**src/hmr_tmr_pkg.sv**
```systemverilog
//////////////////////////////////////////////////
// Shared definitions of the TMR control unit
//   mode encoding, register request, per-group
//   configuration, core status and control outputs,
//   counter width and configuration bit positions
//////////////////////////////////////////////////

package hmr_tmr_pkg;

  // Lockstep modes of one core group
  typedef enum logic [1:0] {
    NON_TMR,
    TMR_RUN,
    TMR_UNLOAD,
    TMR_RELOAD
  } tmr_mode_e;

  typedef struct packed {
    logic tmr_enable;
    logic delay_resynch;
    logic setback;
    logic reload_setback;
    logic rapid_recovery;
    logic force_resynch;
  } tmr_cfg_t;

  // Single-cycle strobe port, read data is combinational
  typedef struct packed {
    logic       valid;
    logic       write;
    logic [3:0] addr;
    logic [7:0] wdata;
  } tmr_reg_req_t;

  typedef struct packed {
    logic       single_mismatch;
    logic [2:0] error;
    logic       failure;
    logic       sp_store_is_zero;
    logic       sp_store_will_be_zero;
    logic       fetch_en;
    logic       cores_synch;
  } tmr_core_status_t;

  typedef struct packed {
    logic [2:0] setback;
    logic       sw_resynch_req;
    logic       sw_synch_req;
    logic       grp_in_independent;
    logic       rapid_recovery_en;
  } tmr_ctrl_out_t;

  localparam int unsigned CntWidth = 8;

  // Group g sits at address GrpCfgBase + g
  localparam logic [3:0] GrpCfgBase = 4'h0;

  // Configuration field positions in wdata and rdata
  localparam int unsigned CfgTmrEnableBit     = 0;
  localparam int unsigned CfgDelayResynchBit  = 1;
  localparam int unsigned CfgSetbackBit       = 2;
  localparam int unsigned CfgReloadSetbackBit = 3;
  localparam int unsigned CfgRapidRecoveryBit = 4;
  localparam int unsigned CfgForceResynchBit  = 5;

endpackage

```
**src/hmr_tmr_cfg_regs.sv**
```systemverilog
//////////////////////////////////////////////////
// Per-group TMR configuration registers
//   write strobe decode, combinational readback,
//   force_resynch cleared by the controller ack
//////////////////////////////////////////////////

`timescale 1ns/1ps

module hmr_tmr_cfg_regs #(
  parameter int unsigned NumGroups = 2,
  parameter bit          TMRFixed  = 1'b0
) (
  input  logic                                   clk_i,
  input  logic                                   rst_ni,
  input  hmr_tmr_pkg::tmr_reg_req_t              req_i,
  output logic [7:0]                             rdata_o,
  input  logic [NumGroups-1:0]                   force_ack_i,
  output hmr_tmr_pkg::tmr_cfg_t [NumGroups-1:0]  cfg_o
);

  import hmr_tmr_pkg::*;

  tmr_cfg_t [NumGroups-1:0] cfg_q;
  logic     [NumGroups-1:0] grp_sel;
  tmr_cfg_t                 wr_cfg;

  function automatic tmr_cfg_t unpack_cfg(logic [7:0] data);
    tmr_cfg_t cfg;
    cfg.tmr_enable     = data[CfgTmrEnableBit];
    cfg.delay_resynch  = data[CfgDelayResynchBit];
    cfg.setback        = data[CfgSetbackBit];
    cfg.reload_setback = data[CfgReloadSetbackBit];
    cfg.rapid_recovery = data[CfgRapidRecoveryBit];
    cfg.force_resynch  = data[CfgForceResynchBit];
    return cfg;
  endfunction

  function automatic logic [7:0] pack_cfg(tmr_cfg_t cfg);
    logic [7:0] data;
    data                      = '0;
    data[CfgTmrEnableBit]     = cfg.tmr_enable;
    data[CfgDelayResynchBit]  = cfg.delay_resynch;
    data[CfgSetbackBit]       = cfg.setback;
    data[CfgReloadSetbackBit] = cfg.reload_setback;
    data[CfgRapidRecoveryBit] = cfg.rapid_recovery;
    data[CfgForceResynchBit]  = cfg.force_resynch;
    return data;
  endfunction

  assign wr_cfg = unpack_cfg(req_i.wdata);

  // Address decode, addresses past the last group select nothing
  always_comb begin
    for (int unsigned g = 0; g < NumGroups; g++) begin
      grp_sel[g] = req_i.valid && (req_i.addr == 4'(GrpCfgBase + g));
    end
  end

  always_ff @(posedge clk_i or negedge rst_ni) begin
    if (!rst_ni) begin
      cfg_q <= '0;
    end else begin
      for (int unsigned g = 0; g < NumGroups; g++) begin
        // A write in the same cycle wins over the ack
        if (grp_sel[g] && req_i.write) begin
          cfg_q[g] <= wr_cfg;
        end else if (force_ack_i[g]) begin
          cfg_q[g].force_resynch <= 1'b0;
        end
      end
    end
  end

  // Fixed TMR keeps every group enabled
  always_comb begin
    cfg_o = cfg_q;
    if (TMRFixed) begin
      for (int unsigned g = 0; g < NumGroups; g++) begin
        cfg_o[g].tmr_enable = 1'b1;
      end
    end
  end

  always_comb begin
    rdata_o = '0;
    for (int unsigned g = 0; g < NumGroups; g++) begin
      if (grp_sel[g] && !req_i.write) begin
        rdata_o = pack_cfg(cfg_o[g]);
      end
    end
  end

endmodule

```
**src/hmr_tmr_ctrl.sv**
```systemverilog
//////////////////////////////////////////////////
// Lockstep mode FSM for one TMR core group
//   setback, resynch and synch requests,
//   per-core mismatch increments, force ack
//////////////////////////////////////////////////

`timescale 1ns/1ps

module hmr_tmr_ctrl #(
  parameter bit TMRFixed      = 1'b0,
  parameter bit DefaultInTMR  = TMRFixed,
  parameter bit RapidRecovery = 1'b0
) (
  input  logic                          clk_i,
  input  logic                          rst_ni,
  input  hmr_tmr_pkg::tmr_cfg_t         cfg_i,
  input  hmr_tmr_pkg::tmr_core_status_t status_i,
  output hmr_tmr_pkg::tmr_ctrl_out_t    ctrl_o,
  output logic                          force_ack_o,
  output logic [2:0]                    incr_o
);

  import hmr_tmr_pkg::*;

  localparam tmr_mode_e DefaultMode = (TMRFixed || DefaultInTMR) ? TMR_RUN : NON_TMR;

  tmr_mode_e mode_d, mode_q;

  assign ctrl_o.grp_in_independent = (mode_q == NON_TMR);
  assign ctrl_o.rapid_recovery_en  = cfg_i.rapid_recovery & RapidRecovery;

  always_comb begin
    mode_d                = mode_q;
    ctrl_o.setback        = 3'b000;
    ctrl_o.sw_resynch_req = 1'b0;
    ctrl_o.sw_synch_req   = 1'b0;
    force_ack_o           = 1'b0;
    incr_o                = 3'b000;

    case (mode_q)
      TMR_RUN: begin
        // Forced resynch is acked even while it is delayed
        if (cfg_i.force_resynch) begin
          force_ack_o = 1'b1;
          if (!cfg_i.delay_resynch) begin
            mode_d = TMR_UNLOAD;
          end
        end
        if (status_i.single_mismatch) begin
          incr_o = status_i.error;
          if (!cfg_i.delay_resynch) begin
            mode_d = TMR_UNLOAD;
          end
        end
      end

      TMR_UNLOAD: begin
        ctrl_o.sw_resynch_req = 1'b1;
        // State saved, reset the cores and reload
        if (!status_i.sp_store_is_zero) begin
          mode_d = TMR_RELOAD;
          if (cfg_i.setback) begin
            ctrl_o.setback = 3'b111;
          end
        end
      end

      TMR_RELOAD: begin
        if (status_i.sp_store_is_zero) begin
          mode_d = TMR_RUN;
        end else if ((status_i.single_mismatch || status_i.failure) &&
                     cfg_i.setback && cfg_i.reload_setback &&
                     !status_i.sp_store_will_be_zero) begin
          // Error during reload, start over
          ctrl_o.setback = 3'b111;
        end
      end

      default: ;
    endcase

    // Switching in and out of TMR
    if (!TMRFixed) begin
      // Before the cores fetch, the mode just follows the enable bit
      if (!status_i.fetch_en) begin
        mode_d = cfg_i.tmr_enable ? TMR_RUN : NON_TMR;
      end
      if (mode_q == TMR_RUN && !cfg_i.tmr_enable) begin
        mode_d = NON_TMR;
        if (cfg_i.setback) begin
          ctrl_o.setback = 3'b110;
        end
      end
      // Wait for software to bring the cores to a common point
      if (mode_q == NON_TMR && cfg_i.tmr_enable) begin
        ctrl_o.sw_synch_req = 1'b1;
        if (status_i.cores_synch) begin
          mode_d = TMR_RELOAD;
          if (cfg_i.setback) begin
            ctrl_o.setback = 3'b111;
          end
        end
      end
    end
  end

  always_ff @(posedge clk_i or negedge rst_ni) begin
    if (!rst_ni) begin
      mode_q <= DefaultMode;
    end else begin
      mode_q <= mode_d;
    end
  end

endmodule

```
**src/hmr_tmr_mismatch_cnt.sv**
```systemverilog
//////////////////////////////////////////////////
// Saturating mismatch counters
//   three per group, one per core
//////////////////////////////////////////////////

`timescale 1ns/1ps

module hmr_tmr_mismatch_cnt #(
  parameter int unsigned NumGroups = 2
) (
  input  logic                                               clk_i,
  input  logic                                               rst_ni,
  input  logic [NumGroups-1:0][2:0]                          incr_i,
  output logic [NumGroups-1:0][2:0][hmr_tmr_pkg::CntWidth-1:0] cnt_o
);

  import hmr_tmr_pkg::*;

  localparam logic [CntWidth-1:0] CntMax = '1;

  logic [NumGroups-1:0][2:0][CntWidth-1:0] cnt_q;
  logic [NumGroups-1:0][2:0][CntWidth-1:0] cnt_d;

  // Stop at the top value instead of wrapping
  always_comb begin
    cnt_d = cnt_q;
    for (int unsigned g = 0; g < NumGroups; g++) begin
      for (int unsigned c = 0; c < 3; c++) begin
        if (incr_i[g][c] && (cnt_q[g][c] != CntMax)) begin
          cnt_d[g][c] = cnt_q[g][c] + 1'b1;
        end
      end
    end
  end

  always_ff @(posedge clk_i or negedge rst_ni) begin
    if (!rst_ni) begin
      cnt_q <= '0;
    end else begin
      cnt_q <= cnt_d;
    end
  end

  assign cnt_o = cnt_q;

endmodule

```
**src/hmr_tmr_unit.sv**
```systemverilog
//////////////////////////////////////////////////
// TMR control unit top level
//   configuration registers, one lockstep
//   controller per group, mismatch counters
//////////////////////////////////////////////////

`timescale 1ns/1ps

module hmr_tmr_unit #(
  parameter int unsigned NumGroups     = 2,
  parameter bit          TMRFixed      = 1'b0,
  parameter bit          DefaultInTMR  = TMRFixed,
  parameter bit          RapidRecovery = 1'b0
) (
  input  logic                                                 clk_i,
  input  logic                                                 rst_ni,
  input  hmr_tmr_pkg::tmr_reg_req_t                            reg_req_i,
  output logic [7:0]                                           reg_rdata_o,
  input  hmr_tmr_pkg::tmr_core_status_t [NumGroups-1:0]        status_i,
  output hmr_tmr_pkg::tmr_ctrl_out_t [NumGroups-1:0]           ctrl_o,
  output logic [NumGroups-1:0][2:0][hmr_tmr_pkg::CntWidth-1:0] cnt_o
);

  import hmr_tmr_pkg::*;

  tmr_cfg_t [NumGroups-1:0]       grp_cfg;
  logic     [NumGroups-1:0]       force_ack;
  logic     [NumGroups-1:0][2:0]  incr;

  hmr_tmr_cfg_regs #(
    .NumGroups(NumGroups),
    .TMRFixed (TMRFixed)
  ) i_cfg_regs (
    .clk_i,
    .rst_ni,
    .req_i      (reg_req_i),
    .rdata_o    (reg_rdata_o),
    .force_ack_i(force_ack),
    .cfg_o      (grp_cfg)
  );

  for (genvar g = 0; g < NumGroups; g++) begin : gen_grp_ctrl
    hmr_tmr_ctrl #(
      .TMRFixed     (TMRFixed),
      .DefaultInTMR (DefaultInTMR),
      .RapidRecovery(RapidRecovery)
    ) i_ctrl (
      .clk_i,
      .rst_ni,
      .cfg_i      (grp_cfg[g]),
      .status_i   (status_i[g]),
      .ctrl_o     (ctrl_o[g]),
      .force_ack_o(force_ack[g]),
      .incr_o     (incr[g])
    );
  end

  hmr_tmr_mismatch_cnt #(
    .NumGroups(NumGroups)
  ) i_mismatch_cnt (
    .clk_i,
    .rst_ni,
    .incr_i(incr),
    .cnt_o (cnt_o)
  );

endmodule

```
**config.mk**
```make
export PLATFORM = sky130hd
export DESIGN_NAME = hmr_tmr_unit
export DESIGN_NICKNAME = d
export VERILOG_FILES = /design/src/hmr_tmr_pkg.sv /design/src/hmr_tmr_cfg_regs.sv /design/src/hmr_tmr_ctrl.sv /design/src/hmr_tmr_mismatch_cnt.sv /design/src/hmr_tmr_unit.sv
export SDC_FILE = /design/constraint.sdc
export NUM_CORES = 1
export LEC_CHECK = 0
export BUFFER_PORTS_ARGS = -buffer_cell sky130_fd_sc_hd__buf_2
export CAP_MARGIN = 20
export CELL_PAD_IN_SITES_DETAIL_PLACEMENT = 1
export CELL_PAD_IN_SITES_GLOBAL_PLACEMENT = 1
export CORE_AREA = 2 2 97 99
export DETAILED_ROUTE_END_ITERATION = 10
export DIE_AREA = 0 0 99 101
export MAX_ROUTING_LAYER = met4
export PLACE_DENSITY = 0.84
export SYNTH_ARGS = -nofsm -noshare
export SYNTH_HDL_FRONTEND = slang
export SYNTH_HIERARCHICAL = 1
export SYNTH_SLANG_ARGS = --single-unit
```
**constraint.sdc**
```tcl
create_clock -name clk_i -period 2.47 [get_ports clk_i]
set_input_delay 0.247 -clock clk_i [delete_from_list [all_inputs] [get_ports clk_i]]
set_output_delay 0.247 -clock clk_i [all_outputs]
set_load 0.05 [all_outputs]
```
== Word-level counts from Yosys, hierarchy flattened ==
Cells that the tools add are included.
Word-level totals
  word-level logic and storage cells: 135
  register bits after elaboration: 64
  output and inout bits: 70
  bits of input ports: 34
Operators by class
  $add $sub $neg: 6
  reductions and logical operators: 34
  eq/ne operators: 13
  muxes and demuxes: 62
Operators by type and width (count)
  $mux 3: 22
  $add 8x1->8 const B: 6
  $ne 8x8->1 const B: 6
  $mux 2: 20
  $logic_and 1x1->1: 22
  $mux 1: 14
  $mux 6: 2
  $pmux 2 s3: 2
  $pmux 3 s2: 2
  $eq 2x2->1 const B: 4
  $logic_not 1->1: 5
  $eq 2x1->1 const B: 2
  $eq 4x1->1 const B: 1
  $logic_not 2->1: 2
  $logic_not 4->1: 1
  $reduce_bool 2->1: 2
  $logic_or 1x1->1: 2

== Longest topological paths before layout ==
Gate-level depths: netlist of the first run.
  depth after elaboration: 12
  mapped depth: 6
  gate-level depth less buffers: 5

== Modules after synthesis ==
Netlist of the first run, hierarchy kept.
By module, submodules not included
  hmr_tmr_mismatch_cnt: seq. area each 1201.2 um^2, area an instance 2416.1 um^2, instances 1, cells an instance 214
  hmr_tmr_cfg_regs: seq. area each 300.3 um^2, area an instance 613.1 um^2, instances 1, cells an instance 47
  hmr_tmr_ctrl: seq. area each 50.0 um^2, area an instance 251.5 um^2, instances 2, cells an instance 38

== Worst setup path before layout of the first run ==
No wires, ideal clock.
  path kind: reg-to-output
  start: register gen_grp_ctrl[1].i_ctrl.mode_q[0]
  end: output port ctrl_o[13] (netlist name)
  arrival time: 1.938 ns
  cell stages (with the launch flop): 6
  required time: 2.223 ns
  path buffers: 2
  path slack: 0.285 ns
  cells stage by stage: dfrtp_1 > clkbuf_1 > mux2i_1 > nand2b_1 > a21boi_1 > buf_4
RTL lines
  start, declared: line hmr_tmr_ctrl.sv:27  | tmr_mode_e mode_d, mode_q;
  start signal, assigned: line hmr_tmr_ctrl.sv:109  | mode_q <= DefaultMode;
  start signal, assigned: line hmr_tmr_ctrl.sv:111  | mode_q <= mode_d;
  end, declared: line hmr_tmr_unit.sv:20  | output hmr_tmr_pkg::tmr_ctrl_out_t [NumGroups-1:0] ctrl_o,

==> metrics.json, run 1 <==
{
  "run_status": "finished, final reports clean",
  "post_route_cells_drive_above_1_share": 0.357,
  "drcViolationCount": 0,
  "internal-power_mw": 2.45,
  "required_ns": 2.69,
  "layout.cells.most_common": "sky130_fd_sc_hd__buf_2",
  "max-slew-margin-rel": 0.561,
  "timing.critical_path.fanout_max": 9,
  "timing.final.ws_setup_ns": 0.484,
  "gr-total-overflow": 0,
  "clkSinkCount": 64,
  "pin_count_of_the_biggest_net_entering_global_routing": 40,
  "max-vdd-ir-drop_uv": 704,
  "fp.coreArea_mm2": 0.00898,
  "pwr_density_cell_mw_per_mm2": 1070,
  "fmax_mhz": 503,
  "drt_iter0_markers": 67,
  "power_frac_comb": 0.412,
  "first_global_vias": 3035,
  "wirelength_um": 8790,
  "grt_pass1_wl_um": 14900,
  "worst_hold_path_type": "input port to register",
  "p_sw_frac": 0.471,
  "cts_buffers": 9,
  "net-switching-power_mw": 2.18,
  "clkPwrFrac": 0.224,
  "antenna_cells_inserted": 0,
  "hpwlAfterDp_um": 6700,
  "io_pins": 104,
  "worst-endpoint-arrival_ns": 2.21,
  "ff_latch_count_synth": 64,
  "post_synth_inst_count": 337,
  "firstDrtPassIters": 4,
  "die_area_mm2": 0.0100,
  "cts.repair.resized": 0,
  "fp-row-count": 35,
  "measured_slew_at_the_worst_slew_check_pin_ns": 0.658,
  "die_h_um": 101,
  "via_count": 2968,
  "post_layout_instance_count_excluding_filler_cells": 553,
  "path_clk_slew_ns": 0.08,
  "port_buffers": 97,
  "worstSetupEndpointType": "register",
  "setup_viol": 0,
  "cts.path.max_buffers": 2,
  "numPlacedInstances": 536,
  "final_cell_mix": "sky130_fd_sc_hd__buf_2 (97), sky130_fd_sc_hd__dfrtp_1 (64), sky130_fd_sc_hd__nor2_1 (27)",
  "finalHoldViolCount": 0,
  "h-tree-depth": 3,
  "syn_avg_cell_area_um2": 10.5,
  "seqPwrFrac": 0.364,
  "cap_viol_max_count": 0,
  "die_width_um": 99,
  "timing.setup.tns_ns": 0,
  "number_of_synthesized_flops_with_an_enable_pin": 0,
  "yosysWarnings": 6,
  "criticalPathCategory": "register to register",
  "p_r_area_growth_vs_syn_pct": 23.0,
  "clock-skew-final_ns": 0.0115,
  "cts.root.buffer_cell": "sky130_fd_sc_hd__clkbuf_8",
  "clk_latency_worst_skew_pair_ns": 0.33,
  "setup_repair_after_global_routing_missed_its_margin": "false",
  "wl_per_cell_um": 15.9,
  "start_util": 0.393,
  "grt_use_met3": 0.0257,
  "async_reset_ff_frac": 1.00,
  "synth_flop_cell": "sky130_fd_sc_hd__dfrtp_1",
  "tritoncts": "built",
  "globalplace.congestion": 0.859,
  "share_of_the_yosys_chip_area_belonging_to_registers": 0.453,
  "antenna_found_initial": 0,
  "layout_min_cycle_time_ns": 1.99,
  "grt_use_total": 0.189,
  "place_worst_setup_slack_ns": 0.502,
  "route.detailed.vias_per_inst": 5.37,
  "synth.lib_cells_used.distinct": 54,
  "most_used_layer_global_route": "met2",
  "worst_setup_path_start_kind": "register",
  "utilization": 0.484,
  "min_period_over_period": 0.804,
  "slew_violations": 0,
  "grt_util_met1": 0.233,
  "grt_use_met2": 0.325,
  "syn-cell-area_mm2": 0.00353,
  "nNetsFinal": 477,
  "power.static_leakage_nw": 2.11,
  "route.antenna.remaining_nets": 0,
  "power_mw": 4.63
}
-- power groups by stage --
| stage | Sequential, mW | Combinational [mW] | Clock [mW] |
|---|---|---|---|
| 6_report | 1.69 | 1.91 | 1.04 |
| 2_1_floorplan | 2.27 | 0.842 | 0 |
| 3_3_place_gp | 1.68 | 1.87 | 0 |
| 4_1_cts | 1.69 | 1.93 | 1.07 |
| 5_1_grt | 1.75 | 2.05 | 1.11 |
| 3_5_place_dp | 1.71 | 1.92 | 0 |
-- cell families after synthesis --
| logic type | after synthesis | synth area share |
|---|---|---|
| DFF | 64 | 0.453 |
| AOI/OAI and AO/OA | 59 | 0.118 |
| buffers and inverters | 18 | 0.0283 |
| other | 3 | 0.00319 |
| muxes | 37 | 0.115 |
| adders and majority gates | 6 | 0.0213 |
| xor gates and xnor gates | 17 | 0.0422 |
| and+or+nand+nor | 133 | 0.219 |
-- registers in the layout (all words and copies together) (netlist names) --
name / flops
i_cfg_regs/cfg_o: 12
i_mismatch_cnt/cnt_o: 48
gen_grp_ctrl.i_ctrl/mode_q: 4
-- critical path, stage by stage (launching register included) --
cell	delay, ns
sky130_fd_sc_hd__dfrtp_1	0.47
sky130_fd_sc_hd__and2b_1	0.32
sky130_fd_sc_hd__and3_1	0.32
sky130_fd_sc_hd__nand4_2	0.20
sky130_fd_sc_hd__nor3_2	0.22
sky130_fd_sc_hd__mux2_1	0.34
-- synth_stat cells, types with 9 or more instances --
cell | n | area (µm²)
sky130_fd_sc_hd__dfrtp_1 | 64 | 1600
sky130_fd_sc_hd__nor2_1 | 27 | 101
sky130_fd_sc_hd__mux2_2 | 26 | 293
sky130_fd_sc_hd__nand2_1 | 19 | 71.3
sky130_fd_sc_hd__a21oi_1 | 17 | 85.1
sky130_fd_sc_hd__nand3_1 | 17 | 85.1
sky130_fd_sc_hd__and3_1 | 11 | 68.8
sky130_fd_sc_hd__xnor2_1 | 11 | 96.3
sky130_fd_sc_hd__nand2b_1 | 10 | 62.6
sky130_fd_sc_hd__nand4_1 | 10 | 62.6
sky130_fd_sc_hd__mux2i_1 | 9 | 90.1
sky130_fd_sc_hd__nor2b_1 | 9 | 56.3
-- metrics by stage --
stage                     instance area [µm²]  hold WS [ns]
after floorplan                          3540       -0.0486
after global placement                   4110         0.310
after detailed placement                 4110         0.317
after CTS                                4350         0.155
after global routing                     4350         0.156
final                                    4350         0.168
-- layer usage --
layer,share of wire,up-vias
li1,-,1428
met1,0.44,1486
met2,0.52,46
met3,0.026,8
met4,0.011,0
met5,0,-
-- what timing repair did --
item	CTS	global route
hold buffers	1	0
endpoints found under the hold margin	25	0
setup buffers	0	0
-- path summary, 6_finish.rpt --
| kind | startpoint | endpoint | slack [ns] | cells past startpoint |
|---|---|---|---|---|
| max | gen_grp_ctrl[0].i_ctrl/mode_q[1] | i_mismatch_cnt/cnt_o[7] | 0.48 | 5 |
| min | reg_req_i[3] | i_cfg_regs/cfg_o[2] | 0.17 | 2 |
| max reg2reg | gen_grp_ctrl[0].i_ctrl/mode_q[1] | i_mismatch_cnt/cnt_o[7] | 0.48 | 5 |
| min reg2reg | i_mismatch_cnt/cnt_o[8] | i_mismatch_cnt/cnt_o[8] | 0.52 | 1 |
| max in group asynchronous | rst_ni | i_mismatch_cnt/cnt_o[18] | 1.35 | 3 |
| min in group asynchronous | rst_ni | i_mismatch_cnt/cnt_o[15] | 0.47 | 2 |
-- layout make-up --
| type | count | area (µm²) |
|---|---|---|
| inverter | 7 | 26.3 |
| clock buffer | 10 | 138 |
| multi-input combinational | 256 | 1830 |
| clock inverter | 6 | 91.3 |
| sequential | 64 | 1600 |
| timing repair buffer | 99 | 515 |
| fill | 1039 | 4630 |
| tap | 111 | 139 |
Note: power is estimated with default switching activity, not from simulation.
==> run 2, diff against run 1 <==
==> constraint.sdc (replaced) <==
create_clock -name clk_i -period 1.91 [get_ports clk_i]
set_input_delay 0.191 -clock clk_i [delete_from_list [all_inputs] [get_ports clk_i]]
set_output_delay 0.191 -clock clk_i [all_outputs]
set_load 0.05 [all_outputs]
==> run 2 against run 1 <==
  * Count of clock-buffer cells in the layout did not move
  * Register-to-register slack got worse by 0.33 ns
  * Wire length rose by 2.3%
  * Hold slack worse by 0.076 ns
  * Sequential power increased by 26%
  * Non-clock buffer count is 9 higher
  * Clock power increased by 35%
  * Global-route usage rose by 0.31 points
  * First-iteration DRC count grew 19%
  * Power rose by 33%
  * Highest routed layer unchanged
==> metrics.json, run 2 (synthesis results as in run 1) <==
{
  "slew_violations": {"value": 0, "change": "unchanged"},
  "clk_latency_worst_skew_pair": {"value": 0.34, "unit": "ns", "change": "about the same"},
  "via_count": {"value": 3003, "change": "+1.2%"},
  "finalHoldViolCount": {"value": 0, "change": "unchanged"},
  "regToRegSetupSlack": {"value": 0.15, "unit": "ns", "change": "-0.33 ns"},
  "criticalPathCategory": "register to output pin",
  "fp.coreArea": {"value": 0.00898, "unit": "mm²", "change": "unchanged"},
  "cts.root.buffer_cell": "sky130_fd_sc_hd__clkbuf_8",
  "grt_use_total": {"value": 0.192, "change": "+0.00314"},
  "pwr_density_cell": {"value": 1380, "unit": "mW/mm²", "change": "+29%"},
  "fp-row-count": {"value": 35, "change": "unchanged"},
  "multiInputGateArea": {"value": 0.00186, "unit": "mm²", "change": "+1.3%"},
  "wl_per_cell": {"value": 16.0, "unit": "µm", "change": "+0.69%"},
  "required": {"value": 1.72, "unit": "ns", "change": "-0.97 ns"},
  "numPlacedInstances": {"value": 544, "change": "+1.5%"},
  "fmax_mhz": 561,
  "nNetsFinal": {"value": 486, "change": "+1.9%"},
  "critPathMaxStageDelay": {"value": 0.35, "unit": "ns", "change": "-0.12 ns"},
  "post_layout_instance_count_excluding_filler_cells": {"value": 562, "change": "+1.6%"},
  "largest_register_ffs": {"value": 48, "change": "unchanged"},
  "drt_iter0_markers": {"value": 80, "change": "+19%"},
  "post_route_cells_drive_above_1_share": {"value": 0.390, "change": "+0.0328"},
  "wirelength": {"value": 8990, "unit": "µm", "change": "+2.3%"},
  "setup_viol": {"value": 0, "change": "unchanged"},
  "worst-r2r-cell-count": {"value": 5, "change": "unchanged"},
  "clock-skew-final": {"value": 0.0120, "unit": "ns", "change": "+0.000490 ns"},
  "path_cells": "buf_4, mux2i_1, nand2b_1, a21boi_2, buf_2",
  "run_status": "finished, final reports clean",
  "seqPwrFrac": {"value": 0.346, "change": "-0.018"},
  "antenna_cells_inserted": {"value": 0, "change": "unchanged"},
  "clkPwrFrac": {"value": 0.227, "change": "+0.003"},
  "layout_min_cycle_time_ns": 1.78,
  "cp_slowest_cell": "sky130_fd_sc_hd__dfrtp_1",
  "setup_repair_after_global_routing_missed_its_margin": "false",
  "power_frac_comb": {"value": 0.427, "change": "+0.015"},
  "timing.critical_path.fanout_max": {"value": 7, "change": "-2"},
  "gr-total-overflow": {"value": 0, "change": "unchanged"},
  "worst-endpoint-arrival": {"value": 1.59, "unit": "ns", "change": "-0.62 ns"},
  "critPathLaunch": "gen_grp_ctrl[1].i_ctrl/mode_q[0]",
  "start_util": {"value": 0.393, "change": "unchanged"},
  "drcViolationCount": {"value": 0, "change": "unchanged"},
  "first_global_vias": {"value": 3064, "change": "+0.96%"},
  "die_area": {"value": 0.0100, "unit": "mm²", "change": "unchanged"},
  "cts_buffers": {"value": 9, "change": "unchanged"},
  "tritoncts": "built",
  "final_cell_mix": "sky130_fd_sc_hd__buf_2 (92), sky130_fd_sc_hd__dfrtp_1 (62), sky130_fd_sc_hd__mux2_2 (26)",
  "max-vdd-ir-drop": {"value": 723, "unit": "µV", "change": "+2.6%"},
  "io_pins": {"value": 104, "change": "unchanged"},
  "port_buffers": {"value": 97, "change": "unchanged"},
  "die_width": {"value": 99, "unit": "µm", "change": "unchanged"},
  "p_sw_frac": {"value": 0.458, "change": "-0.0127"},
  "cp-endpoint": "ctrl_o[12]",
  "pin_count_of_the_biggest_net_entering_global_routing": {"value": 65, "change": "+63%"},
  "globalplace.congestion": {"value": 0.830, "change": "-3.4%"},
  "worst_setup_path_start_kind": "register",
  "worst_hold_path_type": "input port to register",
  "p_r_area_growth_vs_syn_pct": 26.2,
  "power": {"value": 6.15, "unit": "mW", "change": "+33%"},
  "r2r_start": "gen_grp_ctrl[0].i_ctrl/mode_q[1]",
  "route.detailed.vias_per_inst": {"value": 5.34, "change": "-0.44%"},
  "clkSinkCount": {"value": 64, "change": "unchanged"},
  "fin_worst_hold_slack": {"value": 0.0918, "unit": "ns", "change": "-0.0765 ns"},
  "layout.filler_cells": {"value": 1026, "change": "-1.3%"},
  "power.static_leakage": {"value": 2.16, "unit": "nW", "change": "+2.1%"},
  "cts.path.max_buffers": {"value": 2, "change": "unchanged"},
  "min_period_over_period": 0.934,
  "route.antenna.remaining_nets": {"value": 0, "change": "unchanged"},
  "firstDrtPassIters": {"value": 4, "change": "unchanged"},
  "timing.setup.tns": {"value": 0, "unit": "ns", "change": "unchanged"},
  "worstSetupEndpointType": "output pin",
  "place_worst_setup_slack": {"value": 0.148, "unit": "ns", "change": "-0.354 ns"},
  "die_h": {"value": 101, "unit": "µm", "change": "unchanged"},
  "antenna_found_initial": {"value": 0, "change": "unchanged"},
  "layout.cells.most_common": "sky130_fd_sc_hd__buf_2",
  "grt_pass1_wl": {"value": 14900, "unit": "µm", "change": "about the same"},
  "path_clk_slew": {"value": 0.07, "unit": "ns", "change": "about the same"},
  "hpwlAfterDp": {"value": 6800, "unit": "µm", "change": "+1.5%"},
  "timing.final.ws_setup": {"value": 0.126, "unit": "ns", "change": "-0.357 ns"},
  "seq_area": {"value": 0.00160, "unit": "mm²", "change": "+0.16%"},
  "h-tree-depth": {"value": 3, "change": "unchanged"},
  "net-switching-power": {"value": 2.82, "unit": "mW", "change": "+29%"},
  "internal-power": {"value": 3.33, "unit": "mW", "change": "+36%"},
  "cap_viol_max_count": {"value": 0, "change": "unchanged"},
  "critical_path.reg2reg.endpoint": "i_mismatch_cnt/cnt_o[23]"
}
run 2: cell count changes in the layout (fill, tap and decap cells not counted), moves of 2 or more:
cell,previous run,this run
sky130_fd_sc_hd__nor2_1,27,25
sky130_fd_sc_hd__clkbuf_4,0,5
sky130_fd_sc_hd__clkinv_4,2,0
sky130_fd_sc_hd__a21boi_2,0,2
sky130_fd_sc_hd__nor2b_2,0,2
sky130_fd_sc_hd__a21boi_1,2,0
sky130_fd_sc_hd__dfrtp_2,0,2
sky130_fd_sc_hd__buf_4,0,9
sky130_fd_sc_hd__dfrtp_1,64,62
sky130_fd_sc_hd__nor2_2,0,2
sky130_fd_sc_hd__nor2b_1,9,7
sky130_fd_sc_hd__buf_2,97,92
run 2: power groups by stage:
stage	logic (mW)	registers [mW]	clock network, mW
after floorplan	1.10	2.94	0
after global placement	2.55	2.12	0
after detailed placement	2.63	2.16	0
after CTS	2.64	2.14	1.44
after global routing	2.81	2.21	1.51
final	2.62	2.13	1.40
run 2: how the worst min path moves through the flow:
stage | start | end | depth (start not counted)
floorplan | rst_ni | gen_grp_ctrl[0].i_ctrl/mode_q[0] | 0
global placement | rst_ni | i_mismatch_cnt/cnt_o[15] | 2
detailed placement | rst_ni | i_mismatch_cnt/cnt_o[1] | 2
CTS | reg_req_i[2] | i_cfg_regs/cfg_o[3] | 2
global route | reg_req_i[2] | i_cfg_regs/cfg_o[3] | 2
finish | reg_req_i[2] | i_cfg_regs/cfg_o[3] | 2
run 2: per-layer routing:
metal | part of all wire | GRT usage | vias up
met3 | 0.037 | 0.0388 | 13
met1 | 0.44 | 0.242 | 1487
li1 | - | - | 1446
met2 | 0.51 | 0.309 | 57
met4 | 0.013 | 0.0664 | 0
met5 | 0 | - | -
run 2: through the flow:
stage / area [µm²] / util
final: 4460 / 0.497
after global routing: 4460 / 0.497
after CTS: 4430 / 0.493
after detailed placement: 4180 / 0.466
after global placement: 4180 / 0.466
after floorplan: 3550 / -
run 2: timing repair:
| item | in CTS | in global routing |
|---|---|---|
| setup buffers | 0 | 1 |
| hold buffers | 1 | 0 |
| pin swaps | 0 | 1 |
| setup endpoints to repair | 1 | 7 |
| gates cloned | 0 | 0 |
| gates resized for setup | 1 | 11 |
| endpoints found under the hold margin | 64 | 0 |
run 2: layout make-up:
| cell class | count | share of cell area |
|---|---|---|
| Multi-Input combinational cell | 256 | 0.417 |
| Sequential cell | 64 | 0.360 |
| Timing Repair Buffer | 108 | 0.134 |
| Tap cell | 111 | 0.0312 |
| Clock buffer | 10 | 0.0286 |
| Clock inverter | 6 | 0.0241 |
| Inverter | 7 | 0.00589 |
run 2: worst max-delay path, delay by kind of cell (launching register included):
family	cells	cell delay (ns)
muxes	1	0.19
and+or+nand+nor	1	0.08
buffers and inverters	2	0.45
AOI/OAI and AO/OA	1	0.18
DFF	1	0.35
==> run 3, diff against run 2 <==
--- a/config.mk
+++ b/config.mk
@@ -7,13 +7,12 @@
 export LEC_CHECK = 0
 export BUFFER_PORTS_ARGS = -buffer_cell sky130_fd_sc_hd__buf_2
 export CAP_MARGIN = 20
-export CELL_PAD_IN_SITES_DETAIL_PLACEMENT = 1
-export CELL_PAD_IN_SITES_GLOBAL_PLACEMENT = 1
-export CORE_AREA = 2 2 97 99
+export CORE_AREA = 2 2 86 88
 export DETAILED_ROUTE_END_ITERATION = 10
-export DIE_AREA = 0 0 99 101
+export DIE_AREA = 0 0 88 90
 export MAX_ROUTING_LAYER = met4
-export PLACE_DENSITY = 0.84
+export PLACE_DENSITY = 0.82
+export REMOVE_ABC_BUFFERS = 1
 export SYNTH_ARGS = -nofsm -noshare
 export SYNTH_HDL_FRONTEND = slang
 export SYNTH_HIERARCHICAL = 1
==> run 3 against run 2 <==
  * Cell area decreased by 0.93%
  * First-iteration DRC count grew 110%
  * Combinational power down 2%
  * Largest cell class unchanged
  * Highest routed layer unchanged
==> metrics.json, run 3 (synthesis results as in run 1) <==
{
  "run_status": "finished, final reports clean",
  "slew_violations": {"value": 0, "change": "unchanged"},
  "first_global_vias": {"value": 2848, "change": "-7.0%"},
  "worstSetupEndpointType": "output pin",
  "wl_per_cell": {"value": 14.2, "unit": "µm", "change": "-11%"},
  "timing.critical_path.fanout_max": {"value": 7, "change": "unchanged"},
  "seqPwrFrac": {"value": 0.352, "change": "+0.006"},
  "wirelength": {"value": 7770, "unit": "µm", "change": "-14%"},
  "finalHoldViolCount": {"value": 0, "change": "unchanged"},
  "start_util": {"value": 0.503, "change": "+0.110"},
  "die_area": {"value": 0.00792, "unit": "mm²", "change": "-21%"},
  "required": {"value": 1.72, "unit": "ns", "change": "about the same"},
  "min_delay_endpoint": "i_cfg_regs/cfg_o[2]",
  "antenna_cells_inserted": {"value": 0, "change": "unchanged"},
  "h-tree-depth": {"value": 3, "change": "unchanged"},
  "fp.coreArea": {"value": 0.00702, "unit": "mm²", "change": "-22%"},
  "power.static_leakage": {"value": 2.15, "unit": "nW", "change": "-0.30%"},
  "port_buffers": {"value": 97, "change": "unchanged"},
  "cp_slowest_cell": "sky130_fd_sc_hd__dfrtp_1",
  "path_delay_family": "buffers and inverters",
  "firstDrtPassIters": {"value": 4, "change": "unchanged"},
  "cap_viol_max_count": {"value": 0, "change": "unchanged"},
  "setup_repair_after_global_routing_missed_its_margin": "false",
  "worst_setup_path_start_kind": "register",
  "hold_path.startpoint": "reg_req_i[3]",
  "largest_register_ffs": {"value": 48, "change": "unchanged"},
  "p_r_area_growth_vs_syn_pct": 25.0,
  "detailed_place.area": {"value": 0.00414, "unit": "mm²", "change": "-0.84%"},
  "p_sw_frac": {"value": 0.462, "change": "+0.00340"},
  "worst-r2r-cell-count": {"value": 5, "change": "unchanged"},
  "hpwlAfterDp": {"value": 5770, "unit": "µm", "change": "-15%"},
  "antenna_found_initial": {"value": 0, "change": "unchanged"},
  "critPathMaxStageDelay": {"value": 0.38, "unit": "ns", "change": "+0.03 ns"},
  "max-vdd-ir-drop": {"value": 1130, "unit": "µV", "change": "+56%"},
  "power_frac_comb": {"value": 0.429, "change": "+0.002"},
  "whs_path_depth": {"value": 2, "change": "unchanged"},
  "setup_viol": {"value": 0, "change": "unchanged"},
  "drt_iter0_markers": {"value": 168, "change": "+110%"},
  "io_pins": {"value": 104, "change": "unchanged"},
  "layout.filler_cells": {"value": 590, "change": "-42%"},
  "fp-row-count": {"value": 31, "change": "-11%"},
  "route.antenna.remaining_nets": {"value": 0, "change": "unchanged"},
  "drcViolationCount": {"value": 0, "change": "unchanged"},
  "path_clk_slew": {"value": 0.07, "unit": "ns", "change": "about the same"},
  "internal-power": {"value": 3.23, "unit": "mW", "change": "-3.0%"},
  "regToRegSetupSlack": {"value": 0.16, "unit": "ns", "change": "about the same"},
  "power": {"value": 6.00, "unit": "mW", "change": "-2.4%"},
  "r2r_start": "gen_grp_ctrl[0].i_ctrl/mode_q[1]",
  "grt_pass1_wl": {"value": 13300, "unit": "µm", "change": "-11%"},
  "critical_path.reg2reg.endpoint": "i_mismatch_cnt/cnt_o[7]",
  "via_count": {"value": 2951, "change": "-1.7%"},
  "globalplace.congestion": {"value": 0.893, "change": "+7.6%"},
  "die_width": {"value": 88, "unit": "µm", "change": "-11%"},
  "die_h": {"value": 90, "unit": "µm", "change": "-11%"},
  "tritoncts": "built",
  "clock-skew-final": {"value": 0.0106, "unit": "ns", "change": "-0.00135 ns"},
  "layout.cells.most_common": "sky130_fd_sc_hd__buf_2",
  "place_worst_setup_slack": {"value": 0.143, "unit": "ns", "change": "-0.00447 ns"},
  "clkPwrFrac": {"value": 0.219, "change": "-0.008"},
  "worst-endpoint-arrival": {"value": 1.59, "unit": "ns", "change": "about the same"},
  "criticalPathCategory": "register to output pin",
  "route.detailed.vias_per_inst": {"value": 5.39, "change": "+0.78%"},
  "pwr_density_cell": {"value": 1360, "unit": "mW/mm²", "change": "-1.5%"},
  "cts.path.max_buffers": {"value": 2, "change": "unchanged"},
  "fin_worst_hold_slack": {"value": 0.110, "unit": "ns", "change": "+0.0181 ns"},
  "net-switching-power": {"value": 2.77, "unit": "mW", "change": "-1.7%"},
  "gr-total-overflow": {"value": 0, "change": "unchanged"},
  "cts.root.buffer_cell": "sky130_fd_sc_hd__clkbuf_8",
  "pin_count_of_the_biggest_net_entering_global_routing": {"value": 61, "change": "-6.2%"},
  "grt_use_total": {"value": 0.219, "change": "+0.0268"},
  "critical_path_buf_inv_count": {"value": 2, "change": "unchanged"},
  "path_cells": "buf_4, mux2i_1, nand2b_1, a21boi_1, clkbuf_4",
  "final_cell_mix": "sky130_fd_sc_hd__buf_2 (93), sky130_fd_sc_hd__dfrtp_1 (63), sky130_fd_sc_hd__nor2_1 (27)",
  "timing.final.ws_setup": {"value": 0.127, "unit": "ns", "change": "+0.0000850 ns"},
  "clkSinkCount": {"value": 64, "change": "unchanged"},
  "fmax": {"value": 561, "unit": "MHz", "change": "about the same"},
  "min_period_over_period": {"value": 0.934, "change": "about the same"},
  "post_layout_instance_count_excluding_filler_cells": {"value": 548, "change": "-2.5%"},
  "clk_latency_worst_skew_pair": {"value": 0.33, "unit": "ns", "change": "about the same"},
  "stdcell_area": {"value": 0.00442, "unit": "mm²", "change": "-0.93%"},
  "nNetsFinal": {"value": 484, "change": "-0.41%"},
  "numPlacedInstances": {"value": 531, "change": "-2.4%"},
  "layout_min_cycle_time": {"value": 1.78, "unit": "ns", "change": "-0.0000850 ns"},
  "worst_hold_path_type": "input port to register",
  "post_route_cells_drive_above_1_share": {"value": 0.383, "change": "-0.00717"},
  "cts_buffers": {"value": 9, "change": "unchanged"}
}
run 3: area by class of cell:
class                      instances  area (µm²)  area share
multi-input combinational        256        1860       0.420
sequential                        64        1600       0.363
timing repair buffer             106         578       0.131
clock buffer                      10         138      0.0312
tap                               99         124      0.0280
clock inverter                     6        91.3      0.0207
inverter                           7        26.3     0.00595
run 3: timing repair:
item,in CTS,in global routing
hold buffers,1,0
endpoints found under the setup margin,0,8
gates resized for setup,0,11
buffers inserted,0,0
endpoints found under the hold margin,64,0
run 3: per-layer routing:
layer	vias up	global-route usage	share of wire
li1	1439	-	-
met3	11	0.0340	0.037
met1	1410	0.281	0.45
met5	-	-	0
met2	91	0.341	0.50
met4	0	0.0949	0.019
run 3: worst max-delay path by stage:
stage | start | end | slack [ns] | depth (start not counted)
after global placement | gen_grp_ctrl[1].i_ctrl/mode_q[1] | i_mismatch_cnt/cnt_o[39] | 0.18 | 5
after floorplan | gen_grp_ctrl[1].i_ctrl/mode_q[0] | ctrl_o[12] | -0.41 | 3
after CTS | gen_grp_ctrl[1].i_ctrl/mode_q[1] | ctrl_o[13] | 0.03 | 5
final | gen_grp_ctrl[1].i_ctrl/mode_q[0] | ctrl_o[13] | 0.13 | 5
after global routing | i_cfg_regs/cfg_o[5] | ctrl_o[5] | 0.007 | 5
after detailed placement | gen_grp_ctrl[1].i_ctrl/mode_q[1] | i_mismatch_cnt/cnt_o[39] | 0.14 | 5
run 3: per-stage QoR:
step                      utilization  setup TNS [ns]
after floorplan                     -           -1.64
after global placement          0.590               0
after detailed placement        0.590               0
after CTS                       0.624               0
after global routing            0.629               0
final                           0.629               0
run 3: power by group through the flow:
stage / Combinational [mW] / Clock, mW / Sequential (mW)
6_report: 2.58 / 1.32 / 2.11
5_1_grt: 2.77 / 1.43 / 2.19
4_1_cts: 2.57 / 1.36 / 2.11
3_5_place_dp: 2.56 / 0 / 2.13
3_3_place_gp: 2.50 / 0 / 2.11
2_1_floorplan: 1.03 / 0 / 2.96
